**src/design/rx_link_pkg.sv**
```systemverilog
package rx_link_pkg;

  typedef logic [7:0]  byte_t;       // one link byte
  typedef logic [10:0] buf_addr_t;   // sized for the largest buffer
  typedef logic [11:0] frame_len_t;  // holds 2048
  typedef logic [15:0] crc_t;
  typedef logic [15:0] frame_cnt_t;

  localparam crc_t CRC_POLY = 16'h1021;  // ccitt
  localparam crc_t CRC_INIT = 16'hffff;

  // frame sequencer in rx_link_control
  typedef enum logic [2:0] {
    idle,
    first_byte,
    settle,
    wait_byte,
    byte_gap
  } link_state_t;

endpackage

```
**src/design/rx_link_control.sv**
```systemverilog
`timescale 1ns/1ps

module rx_link_control #(
  parameter int buf_depth_log2 = 11
) (
  input  logic                   clk,
  input  logic                   reset,
  input  logic                   rdy,
  input  rx_link_pkg::byte_t     data,
  input  logic                   done,
  input  logic                   fram,
  input  logic                   phaselock,
  output logic                   rx_en,
  output logic                   rx_start,
  output rx_link_pkg::buf_addr_t waddr,
  output rx_link_pkg::byte_t     wd,
  output logic                   wen,
  output logic                   crc_en,
  output logic                   crc_init,
  output logic                   crc_end
);
  import rx_link_pkg::*;

  localparam buf_addr_t addr_mask = buf_addr_t'((1 << buf_depth_log2) - 1);

  link_state_t state;
  logic [1:0]  fram_edge;
  logic [1:0]  done_edge;
  logic        rdy_q;
  byte_t       data0;
  logic        fram_rise;
  logic        done_rise;
  logic        byte_take;

  assign fram_rise = (fram_edge == 2'b01);
  assign done_rise = (done_edge == 2'b01);
  assign byte_take = rdy_q && (done_edge == 2'b00);  // no bytes once done is seen
  assign wd        = data0;

  // edge detectors
  always_ff @(posedge clk or posedge reset)
  begin
    if (reset)
    begin
      fram_edge <= 2'b00;
      done_edge <= 2'b00;
      rdy_q     <= 1'b0;
    end
    else
    begin
      fram_edge <= {fram_edge[0], fram};
      done_edge <= {done_edge[0], done};
      rdy_q     <= rdy;
    end
  end

  always_ff @(posedge clk or posedge reset)
  begin
    if (reset)
    begin
      state    <= idle;
      waddr    <= '0;
      wen      <= 1'b0;
      rx_en    <= 1'b0;
      rx_start <= 1'b0;
      crc_en   <= 1'b0;
      crc_init <= 1'b0;
      crc_end  <= 1'b0;
    end
    else
    begin
      rx_start <= 1'b0;
      crc_init <= 1'b0;
      crc_en   <= 1'b0;
      crc_end  <= 1'b0;

      if (state != idle && done_rise)
      begin
        // frame closes from any active state
        waddr   <= '0;
        crc_end <= 1'b1;
        wen     <= 1'b0;
        rx_en   <= 1'b0;  // low for one cycle
        state   <= idle;
      end
      else
      begin
        case (state)
          idle:
          begin
            rx_en <= 1'b1;
            if (fram_rise && phaselock)
            begin
              wen      <= 1'b1;
              crc_init <= 1'b1;
              rx_start <= 1'b1;
              state    <= first_byte;
            end
          end

          first_byte:
            if (byte_take)
            begin
              data0  <= data;
              waddr  <= '0;  // first byte at address 0
              crc_en <= 1'b1;
              state  <= settle;
            end

          settle:
            state <= wait_byte;

          wait_byte:
            if (byte_take)
            begin
              data0  <= data;
              waddr  <= (waddr + 1'b1) & addr_mask;  // wraps at buffer size
              crc_en <= 1'b1;
              state  <= byte_gap;
            end

          byte_gap:
            state <= settle;

          default:
            state <= idle;
        endcase
      end
    end
  end

endmodule

```
**config.mk**
```make
export PLATFORM = sky130hd
export DESIGN_NAME = rx_link_control
export DESIGN_NICKNAME = d
export VERILOG_FILES = /design/src/design/rx_link_pkg.sv /design/src/design/rx_link_control.sv
export SDC_FILE = /design/constraint.sdc
export NUM_CORES = 1
export LEC_CHECK = 0
export ABC_AREA = 1
export BUFFER_PORTS_ARGS = -buffer_cell sky130_fd_sc_hd__buf_4
export CORE_AREA = 2 2 80 82
export DETAILED_ROUTE_END_ITERATION = 8
export DIE_AREA = 0 0 82 84
export MAX_ROUTING_LAYER = met4
export SYNTH_ARGS = -nofsm -noshare
export SYNTH_HDL_FRONTEND = slang
export SYNTH_SLANG_ARGS = --single-unit
```
**constraint.sdc**
```tcl
create_clock -name clk -period 2 [get_ports clk]
set_clock_uncertainty 0.1 [all_clocks]
set_input_delay 0.1 -clock clk [delete_from_list [all_inputs] [get_ports clk]]
set_output_delay 0.1 -clock clk [all_outputs]
set_load 0.005 [all_outputs]
```
# After elaboration in Yosys (flattened, before gate mapping)
# Index checks and enable logic that the tools add are counted.
[classes]
add_sub_neg = 1
n_eq_ne = 9
muxes = 21
n_bitwise = 2
n_reduce_logical = 14
[ops]
columns = ["cell", "count"]
rows = [
  ["2-to-1 mux 11 bit", 3],
  ["case mux 11 bit (2 select lines)", 1],
  ["case mux 3 bit (5 select lines)", 1],
  ["2-to-1 mux 1 bit", 12],
  ["2-to-1 mux 3 bit", 4],
  ["adder 11 x 1 -> 11 bit (second input constant)", 1],
  ["!= test 3 bit (second input constant)", 3],
  ["== test 3 x 2 -> 1 bit (second input constant)", 2],
  ["AND reduction 3 bit", 2],
  ["nonzero test 3 bit", 2],
  ["== test 2 x 1 -> 1 bit (second input constant)", 2],
  ["AND reduction 4 bit", 1],
  ["nonzero test 2 bit", 2],
  ["== test 3 x 1 -> 1 bit (second input constant)", 1],
  ["== test 3 bit (second input constant)", 1],
  ["logical AND 1 bit", 3],
  ["zero test 3 bit", 1],
  ["zero test 2 bit", 1],
  ["inverter 1 bit", 2],
  ["AND reduction 2 bit", 1],
  ["OR reduction 2 bit", 1],
]
[word_totals]
ff_bits = 32
input_bits = 14

# Logic depth before layout (Yosys ltp)
# Gate-level depths: netlist of the first run.
[depth]
depth_word = 5
depth_mapped = 10
mapped_depth_nobuf = 9

# Least setup slack after synthesis of the first run
# No wires, ideal clock.
[synth_path]
kind = "flip-flop to flip-flop"
startpoint = "reg done_edge[0]"
endpoint = "reg data0[0], in the netlist wd[0], enable pin"
t_arrival_ps = 1088
required_ps = 1529
setup_slack_ps = 441
path_stages_with_launch = 4
n_path_buf = 0
period_less_slack_ps = 1559
cell_sequence = "dfrtp_1 > nor2_1 > nand3_4 > nor2_1"
[synth_between]
elab_chain_cells = 4
word_cells_on_any_way = 6
[synth_lines]
columns = ["element", "line", "source"]
rows = [
  ["from (decl)", "rx_link_control.sv:28", "logic [1:0] done_edge;"],
  ["from (signal assigned)", "rx_link_control.sv:52", "done_edge <= {done_edge[0], done};"],
  ["== test 2 x 1 -> 1 bit", "rx_link_control.sv:36", "assign done_rise = (done_edge == 2'b01);"],
  ["logical AND 1 bit", "rx_link_control.sv:77", "if (state != idle && done_rise)"],
  ["inverter 1 bit (no source line)", "--", ""],
  ["AND reduction 4 bit (no source line) *", "--", ""],
  ["to (signal assigned)", "rx_link_control.sv:104", "data0 <= data;"],
  ["to (signal assigned)", "rx_link_control.sv:116", "data0 <= data;"],
  ["to (decl)", "rx_link_control.sv:30", "byte_t data0;"],
]
# Mark *: on every way between the ends. The rest lies on a longest branch, timed or not.
# A chain may end at the register's enable or synchronous reset.

# Worst setup path in the final report of the first run
[layout_path]
startpoint = "reg state[0]"
endpoint = "reg waddr[6]"
[layout_between]
elab_chain_cells = 4
word_cells_on_any_way = 10
[layout_lines]
columns = ["element", "line", "source"]
rows = [
  ["from (decl)", "rx_link_control.sv:26", "link_state_t state;"],
  ["from (signal assigned)", "rx_link_control.sv:61", "state <= idle;"],
  ["from (signal assigned)", "rx_link_control.sv:84", "state <= idle;"],
  ["from (signal assigned)", "rx_link_control.sv:97", "state <= first_byte;"],
  ["nonzero test 3 bit", "rx_link_control.sv:77", ""],
  ["logical AND 1 bit", "rx_link_control.sv:77", ""],
  ["!= test 3 bit (no source line) / nonzero test 3 bit (equally long branches)", "--", ""],
  ["AND reduction 3 bit (no source line)", "--", ""],
  ["to (signal assigned)", "rx_link_control.sv:117", "waddr <= (waddr + 1'b1) & addr_mask;"],
  ["to (decl)", "rx_link_control.sv:15", "output rx_link_pkg::buf_addr_t waddr,"],
]
# Parallel ways exist; a longest one is shown, timed or not.

==> impl_summary.txt, run 1 <==
----------------------------------------------------
[Power and ir drop]
  Clk network pwr share ... 34.0%
  Combinational power share ... 22.1%
  Peak VDD IR ... 237 uV
  Cell-internal power ... 1.28 mW
  Net Switching ... 528 uW
  Leak Pwr ... 1.04 nW
  Fraction of power spent switching nets ... 29.1%
  Seq pwr share ... 43.9%
  Power density over cell area ... 869 nW/um^2

[Final layout]
  Final core utilization ... 34.2%
  Ratio of cells with drive above 1 in the final layout ... 29.2%
  Area of all placed cells without fillers ... 2090 um^2
  Syn-to-layout area delta ... 42.0%
  Number of nets in the layout ... 230
  Ant. Diodes ... 0

[Yosys]
  Yosys Warn Count ... 0
  Share of synthesized flip-flops with an asynchronous set or reset ... 75.0%
  Cell types with the highest counts after synthesis ... 44 x sky130_fd_sc_hd__nand2_1, 24 x sky130_fd_sc_hd__dfrtp_1, 22 x sky130_fd_sc_hd__inv_1
  Number of nets in the synthesized netlist ... 172
  Yosys top cell by area ... sky130_fd_sc_hd__dfrtp_1
  Number of register bits inferred by synthesis ... 32
  Avg Cell Area, Syn ... 9.36 um^2
  Cell count after synthesis ... 157
  Number of flops mapped to enable cells by yosys ... 8
  Cell area after synthesis ... 1470 um^2
  Share of the synthesized area in the top cell type ... 40.9%
  Most area-consuming cells after synthesis ... sky130_fd_sc_hd__dfrtp_1 41%, sky130_fd_sc_hd__edfxtp_1 16%, sky130_fd_sc_hd__nand2_1 11%, sky130_fd_sc_hd__inv_1 5.6%, sky130_fd_sc_hd__nand3_1 4.4%
  Most common cell in the netlist ... sky130_fd_sc_hd__nand2_1
  Top flip-flop cell by instance count after synthesis ... sky130_fd_sc_hd__dfrtp_1
  Post-synthesis cell type count ... 24
  Register area share after synthesis ... 57.2%

[Global route]
  Pin count of the biggest net entering global routing ... 15
  Global routing usage summed across all routing layers ... 9.96%
  Met1 usage in global routing ... 11.4%
  Number of global-route vias before repair ... 1137
  Met2 track demand over resource in global routing ... 15.4%
  Congestion Overflow GR ... 0
  Most heavily used metal layer in global routing ... met2
  First-pass GRT wire length ... 5080 um
  Antenna violations before repair ... 0
  Fraction of met3 tracks used by global routing ... 3.25%

[Die]
  Boundary Pins ... 39
  Initial Util ... 24.1%
  Die footprint ... 6890 um^2
  Number of standard-cell rows in the floorplan ... 29
  Die width ... 82 um
  Placeable core region ... 6100 um^2
  Vertical die dimension ... 84 um

[Setup path]
  Buffers & Inverters on Critical Path ... 0
  Worst reg-to-reg setup slack ... 510 ps
  Worst path cell trace ... nor2_2, nand2_4, nand2_4, nand2_4, o21ai_1, nand2_1, nor2_1
  Endpoint type of the worst setup path ... flop
  Capture point of the critical path ... waddr[6]$_DFFE_PP0P_
  Startpoint of the worst-slack reg-to-reg timing path ... state[0]$_DFFE_PP0P_
  Arr. time, crit path ... 1620 ps
  Worst R2R End ... waddr[6]$_DFFE_PP0P_
  Cell depth of the worst setup path ... 7
  Critical path required time ... 2130 ps
  First element of the critical path ... state[0]$_DFFE_PP0P_
  Largest driver fanout on the critical path ... 14
  Delay of the slowest cell on the worst path ... 430 ps
  Category of cells accounting for the largest share of critical-path delay ... simple AND/OR/NAND/NOR gates
  Type of the worst setup path ... flop to flop
  Startpoint type of the worst setup path ... flop
  Most frequent cell on the critical path ... sky130_fd_sc_hd__nand2_4
  Path depth of the worst reg2reg path ... 7
  Critical-path top delay cell ... sky130_fd_sc_hd__dfrtp_1

[CTS]
  Worst-Skew Late Latency ... 290 ps
  Number of CTS-inserted buffers ... 5
  Buffer type at the clock tree root ... sky130_fd_sc_hd__clkbuf_8
  CTS sink cnt ... 32
  CTS tree ... built
  Clock-pin slew on the worst setup and hold paths ... 70 ps
  Setup Fix Bufs, Post-CTS ... 0
  Number of levels in the clock H-tree ... 2
  Maximum clock insertion buffer count ... 2

[Timing]
  Share of the cycle needed by the critical path after routing ... 74.6%
  Slew at the pin with the worst max-slew slack ... 549 ps
  Final slew viol count ... 0
  Number of setup violations in the final report ... 0
  Final worst hold slack ... 5.31 ps
  Setup repair after global routing missed its margin ... false
  Worst relative slew slack ... 63.4%
  Final number of hold-violating endpoints ... 0
  Time the final worst path needs with I/O delays and setup ... 1490 ps
  Setup TNS ... 0 ps
  Peak clock frequency supported by timing ... 670 MHz

[Flow run]
  Max-capacitance violation count ... 0

[Drt]
  Total via count in the routed design ... 1172
  Wire length after detailed routing ... 3050 um
  Violation count after the first detailed-route iteration ... 39
  Residual DRC ... 0
  Length of the first detailed-routing pass in iterations ... 4
  Vias/cell ... 4.00
  Wire length per cell after detailed routing ... 10.4 um
  Final antenna-violating net count ... 0

[Place]
  Buffers on Ports ... 38
  Area of placed instances ... 1850 um^2
  DP HPWL ... 2320 um
  Gp weighted congestion ... 0.875

[Outcome]
  Run status ... complete, no violations

[Min path]
  Worst min-delay path category ... input port to flop
  Hold_sp ... phaselock

----------------------------------------------------
[worst min path at each step]
stage | to | cells past startpoint
floorplan | crc_en$_DFF_PP0_ | 1
global placement | crc_en$_DFF_PP0_ | 2
detailed placement | crc_en$_DFF_PP0_ | 2
CTS | crc_init$_DFF_PP0_ | 3
global route | crc_init$_DFF_PP0_ | 3
finish | crc_init$_DFF_PP0_ | 3
[layer usage]
metal | vias to the layer above | part of all wire (%)
met4 | 0 | 2.4
met1 | 529 | 46
li1 | 610 | -
met5 | - | 0
met3 | 6 | 5.0
met2 | 27 | 46
[state kept, by name (all words and copies together), names as in the netlist]
register   cells
crc_en         1
rdy_q          1
rx_en          1
wd             8
crc_end        1
wen            1
fram_edge      2
state          3
done_edge      2
crc_init       1
waddr         11
[power groups by stage]
stage	registers, mW	clock network, mW	logic (mW)
after global placement	0.812	0	0.381
after global routing	0.805	0.661	0.453
after floorplan	0.802	0	0.254
after detailed placement	0.809	0	0.386
final	0.796	0.617	0.400
after CTS	0.797	0.635	0.408
[metrics by stage]
step	total power, mW	setup WS [ps]	instances
finish	1.81	507	293
global placement	1.19	496	273
detailed placement	1.19	520	273
global route	1.92	362	293
floorplan	1.06	441	157
CTS	1.84	497	293
[final cells by class]
| class | instances | area [um^2] |
|---|---|---|
| multi-input combinational | 99 | 519 |
| tap | 77 | 96.3 |
| sequential | 32 | 841 |
| clock inverter | 3 | 42.5 |
| fill | 641 | 4010 |
| clock buffer | 5 | 68.8 |
| timing repair buffer | 53 | 428 |
| inverter | 24 | 90.1 |
[layout by cell type (no fill, tap or decap), drive strengths merged, types with 5 or more instances in the layout]
| cell type | Yosys | final |
|---|---|---|
| buf | 2 | 41 |
| clkbuf | 0 | 5 |
| dfrtp | 24 | 24 |
| dlygate4sd3 | 0 | 12 |
| edfxtp | 8 | 8 |
| inv | 24 | 24 |
| nand2 | 47 | 47 |
| nand3 | 17 | 17 |
| nor2 | 16 | 16 |
| o21ai | 8 | 8 |
[worst reg2reg max path, stage by stage (launching register included)]
cell	delay [ps]
sky130_fd_sc_hd__dfrtp_1	430
sky130_fd_sc_hd__nor2_2	210
sky130_fd_sc_hd__nand2_4	90
sky130_fd_sc_hd__nand2_4	110
sky130_fd_sc_hd__nand2_4	130
sky130_fd_sc_hd__o21ai_1	180
sky130_fd_sc_hd__nand2_1	80
sky130_fd_sc_hd__nor2_1	80
[what timing repair did]
action	in CTS	in global routing
hold buffers	12	0
hold endpoints to repair	23	0
resized for setup	0	0
[cells by family (layout without fill, tap and decap cells)]
group | Yosys count | after routing | share of synthesized area (%)
XOR/XNOR | 1 | 1 | 0.596
buffers and inverters | 26 | 85 | 7.41
adder cells (fa/ha/maj) | 1 | 1 | 0.852
AO/OA/AOI/OAI | 11 | 11 | 3.92
flip-flops | 32 | 32 | 57.2
AND/OR/NAND/NOR | 86 | 86 | 30.0
Note: power is estimated with default switching activity, not from simulation.
==> run 2, diff against run 1 <==
Clock period 2 ns to 1.3 ns, I/O delays scaled along.
==> run 2 against run 1 <==
The run now ends with negative setup slack left. Global-route usage up 0.32 points. Utilization up 4.6 points. Register-to-register slack worse by 600 ps. Combinational power rose to 2.6 times the previous value. Maximum frequency up 7.0%.
==> impl_summary.txt, run 2 (synthesized netlist as in run 1, its figures left out) <==
----------------------------------------------------
[Final layout]
  Ratio of cells with drive above 1 in the final layout ... 42.0%
  Ant. Diodes ... 0
  Filler Cell Count ... 607
  Most common cell after layout, fill and taps aside ... sky130_fd_sc_hd__buf_4
  Number of nets in the layout ... 257
  Syn-to-layout area delta ... 60.9%
  Commonest non-fill, non-tap cells in the layout ... 66 x sky130_fd_sc_hd__buf_4, 41 x sky130_fd_sc_hd__nand2_1, 22 x sky130_fd_sc_hd__dfrtp_1, 20 x sky130_fd_sc_hd__inv_1
  Largest register by flop count ... waddr
  Flip-flop count of the largest register, all copies and words added ... 11

[Timing]
  Peak clock frequency supported by timing ... 717 MHz
  Final number of hold-violating endpoints ... 0
  Share of the cycle needed by the critical path after routing ... 107%
  Setup TNS ... -1260 ps
  Smallest setup slack after layout ... -94.6 ps
  Number of setup violations in the final report ... 20
  Slew at the pin with the worst max-slew slack ... 294 ps
  Final slew viol count ... 0
  Worst relative slew slack ... 80.3%
  Time the final worst path needs with I/O delays and setup ... 1390 ps
  Setup repair after global routing missed its margin ... true

[Place]
  Buffers on Ports ... 38
  Gp weighted congestion ... 0.847
  DP HPWL ... 2510 um

[Power and ir drop]
  Cell-internal power ... 2.26 mW
  Fraction of power spent switching nets ... 29.1%
  Clk network pwr share ... 29.6%
  Combinational power share ... 32.7%
  Net Switching ... 928 uW
  Seq pwr share ... 37.7%
  Power density over cell area ... 1350 nW/um^2
  Leak Pwr ... 1.18 nW
  Peak VDD IR ... 425 uV
  Final Power ... 3.19 mW

[Setup path]
  Critical path required time ... 1170 ps
  Type of the worst setup path ... flop to flop
  Endpoint type of the worst setup path ... flop
  Largest driver fanout on the critical path ... 8
  Arr. time, crit path ... 1260 ps
  Startpoint type of the worst setup path ... flop

[Die]
  Placeable core region ... 6100 um^2
  Number of standard-cell rows in the floorplan ... 29
  Boundary Pins ... 39
  Vertical die dimension ... 84 um
  Die width ... 82 um
  Initial Util ... 24.1%
  Die footprint ... 6890 um^2

[CTS]
  Buffer type at the clock tree root ... sky130_fd_sc_hd__clkbuf_8
  Clock-pin slew on the worst setup and hold paths ... 70 ps
  CTS tree ... built
  Maximum clock insertion buffer count ... 2
  CTS sink cnt ... 32
  Worst-Skew Late Latency ... 280 ps
  Number of CTS-inserted buffers ... 5
  Number of levels in the clock H-tree ... 2

[Global route]
  Congestion Overflow GR ... 0
  Most heavily used metal layer in global routing ... met2
  Pin count of the biggest net entering global routing ... 15
  Fraction of met3 tracks used by global routing ... 2.49%
  First-pass GRT wire length ... 5350 um
  Global routing usage summed across all routing layers ... 10.3%
  Antenna violations before repair ... 0
  Number of global-route vias before repair ... 1308
  Met2 track demand over resource in global routing ... 16.7%
  Met1 usage in global routing ... 12.2%

[Drt]
  Final antenna-violating net count ... 0
  Total via count in the routed design ... 1289
  Vias/cell ... 4.03
  Length of the first detailed-routing pass in iterations ... 3
  Residual DRC ... 0
  Violation count after the first detailed-route iteration ... 59
  Wire length after detailed routing ... 3300 um
  Wire length per cell after detailed routing ... 10.3 um

[Min path]
  Worst min-delay path category ... input port to flop

[Outcome]
  Run status ... finished, violations left
  Violations in the final reports ... negative setup slack

[Flow run]
  Max-capacitance violation count ... 0

----------------------------------------------------
## run 2: cell count changes in the layout (fill, tap and decap cells not counted), moves of 3 or more
cell | previous run | this run
sky130_fd_sc_hd__buf_4 | 41 | 66
sky130_fd_sc_hd__nand2_2 | 0 | 3
sky130_fd_sc_hd__nand2_1 | 44 | 41
sky130_fd_sc_hd__nor2_4 | 1 | 5
## run 2: final cells by class
cell class	instances	area (um^2)	area share [%]
inverter	24	90.1	3.81
clock buffer	5	68.8	2.91
timing repair buffer	80	637	26.9
sequential	32	843	35.7
tap	77	96.3	4.08
multi-input combinational	99	586	24.8
clock inverter	3	42.5	1.80
## run 2: layer usage
| metal | part of all wire (%) | wire length [um] | vias up |
|---|---|---|---|
| li1 | - | - | 666 |
| met1 | 47 | 1540 | 588 |
| met2 | 47 | 1560 | 30 |
| met3 | 4.9 | 163 | 5 |
| met4 | 1.3 | 42 | 0 |
| met5 | 0 | 0 | - |
## run 2: final timing paths
kind / startpoint / endpoint / slack [ps] / cells after the start
max: state[2]$_DFFE_PP0P_ / wd[2]$_DFFE_PP_ / -90 / 3
min: reset / wd[3]$_DFFE_PP_ / 7 / 2
max reg2reg: state[2]$_DFFE_PP0P_ / wd[2]$_DFFE_PP_ / -90 / 3
min reg2reg: fram_edge[0]$_DFF_PP0_ / fram_edge[1]$_DFF_PP0_ / 270 / 0
max in group asynchronous: reset / state[2]$_DFFE_PP0P_ / 660 / 4
min in group asynchronous: reset / state[1]$_DFFE_PP0P_ / 280 / 4
## run 2: power groups by stage
stage                     Sequential (mW)  Clock (mW)  Combinational (mW)
final                                1.20       0.943                1.04
after global routing                 1.22        1.01                1.15
after CTS                            1.21       0.972               0.903
after detailed placement             1.23           0               0.815
after global placement               1.23           0               0.810
after floorplan                      1.24           0               0.395
## run 2: stage by stage
step / cell area, um^2 / setup WS [ps] / utilization [%] / cells / hold slack (ps)
global placement: 2020 / -46.6 / 33.1 / 292 / 20.2
detailed placement: 2020 / -84.0 / 33.1 / 292 / 25.1
finish: 2360 / -94.6 / 38.8 / 320 / 6.61
global route: 2360 / -171 / 38.8 / 320 / 1.31
floorplan: 1490 / -17.5 / - / 157 / -20.4
CTS: 2290 / -101 / 37.6 / 314 / 5.04
## run 2: repair_timing
| item | in CTS | in global routing |
|---|---|---|
| hold buffers | 13 | 0 |
| setup endpoints to repair | 19 | 22 |
| buffers inserted | 1 | 6 |
| endpoints found under the hold margin | 36 | 0 |
| gates resized for setup | 7 | 9 |
| pin swaps | 1 | 6 |
## run 2: worst max-delay path, stage by stage, from the launching register on
cell and delay (ps):
sky130_fd_sc_hd__dfrtp_2 450, sky130_fd_sc_hd__nor2_4 140, sky130_fd_sc_hd__nand3_4 140, sky130_fd_sc_hd__nor2_4 250
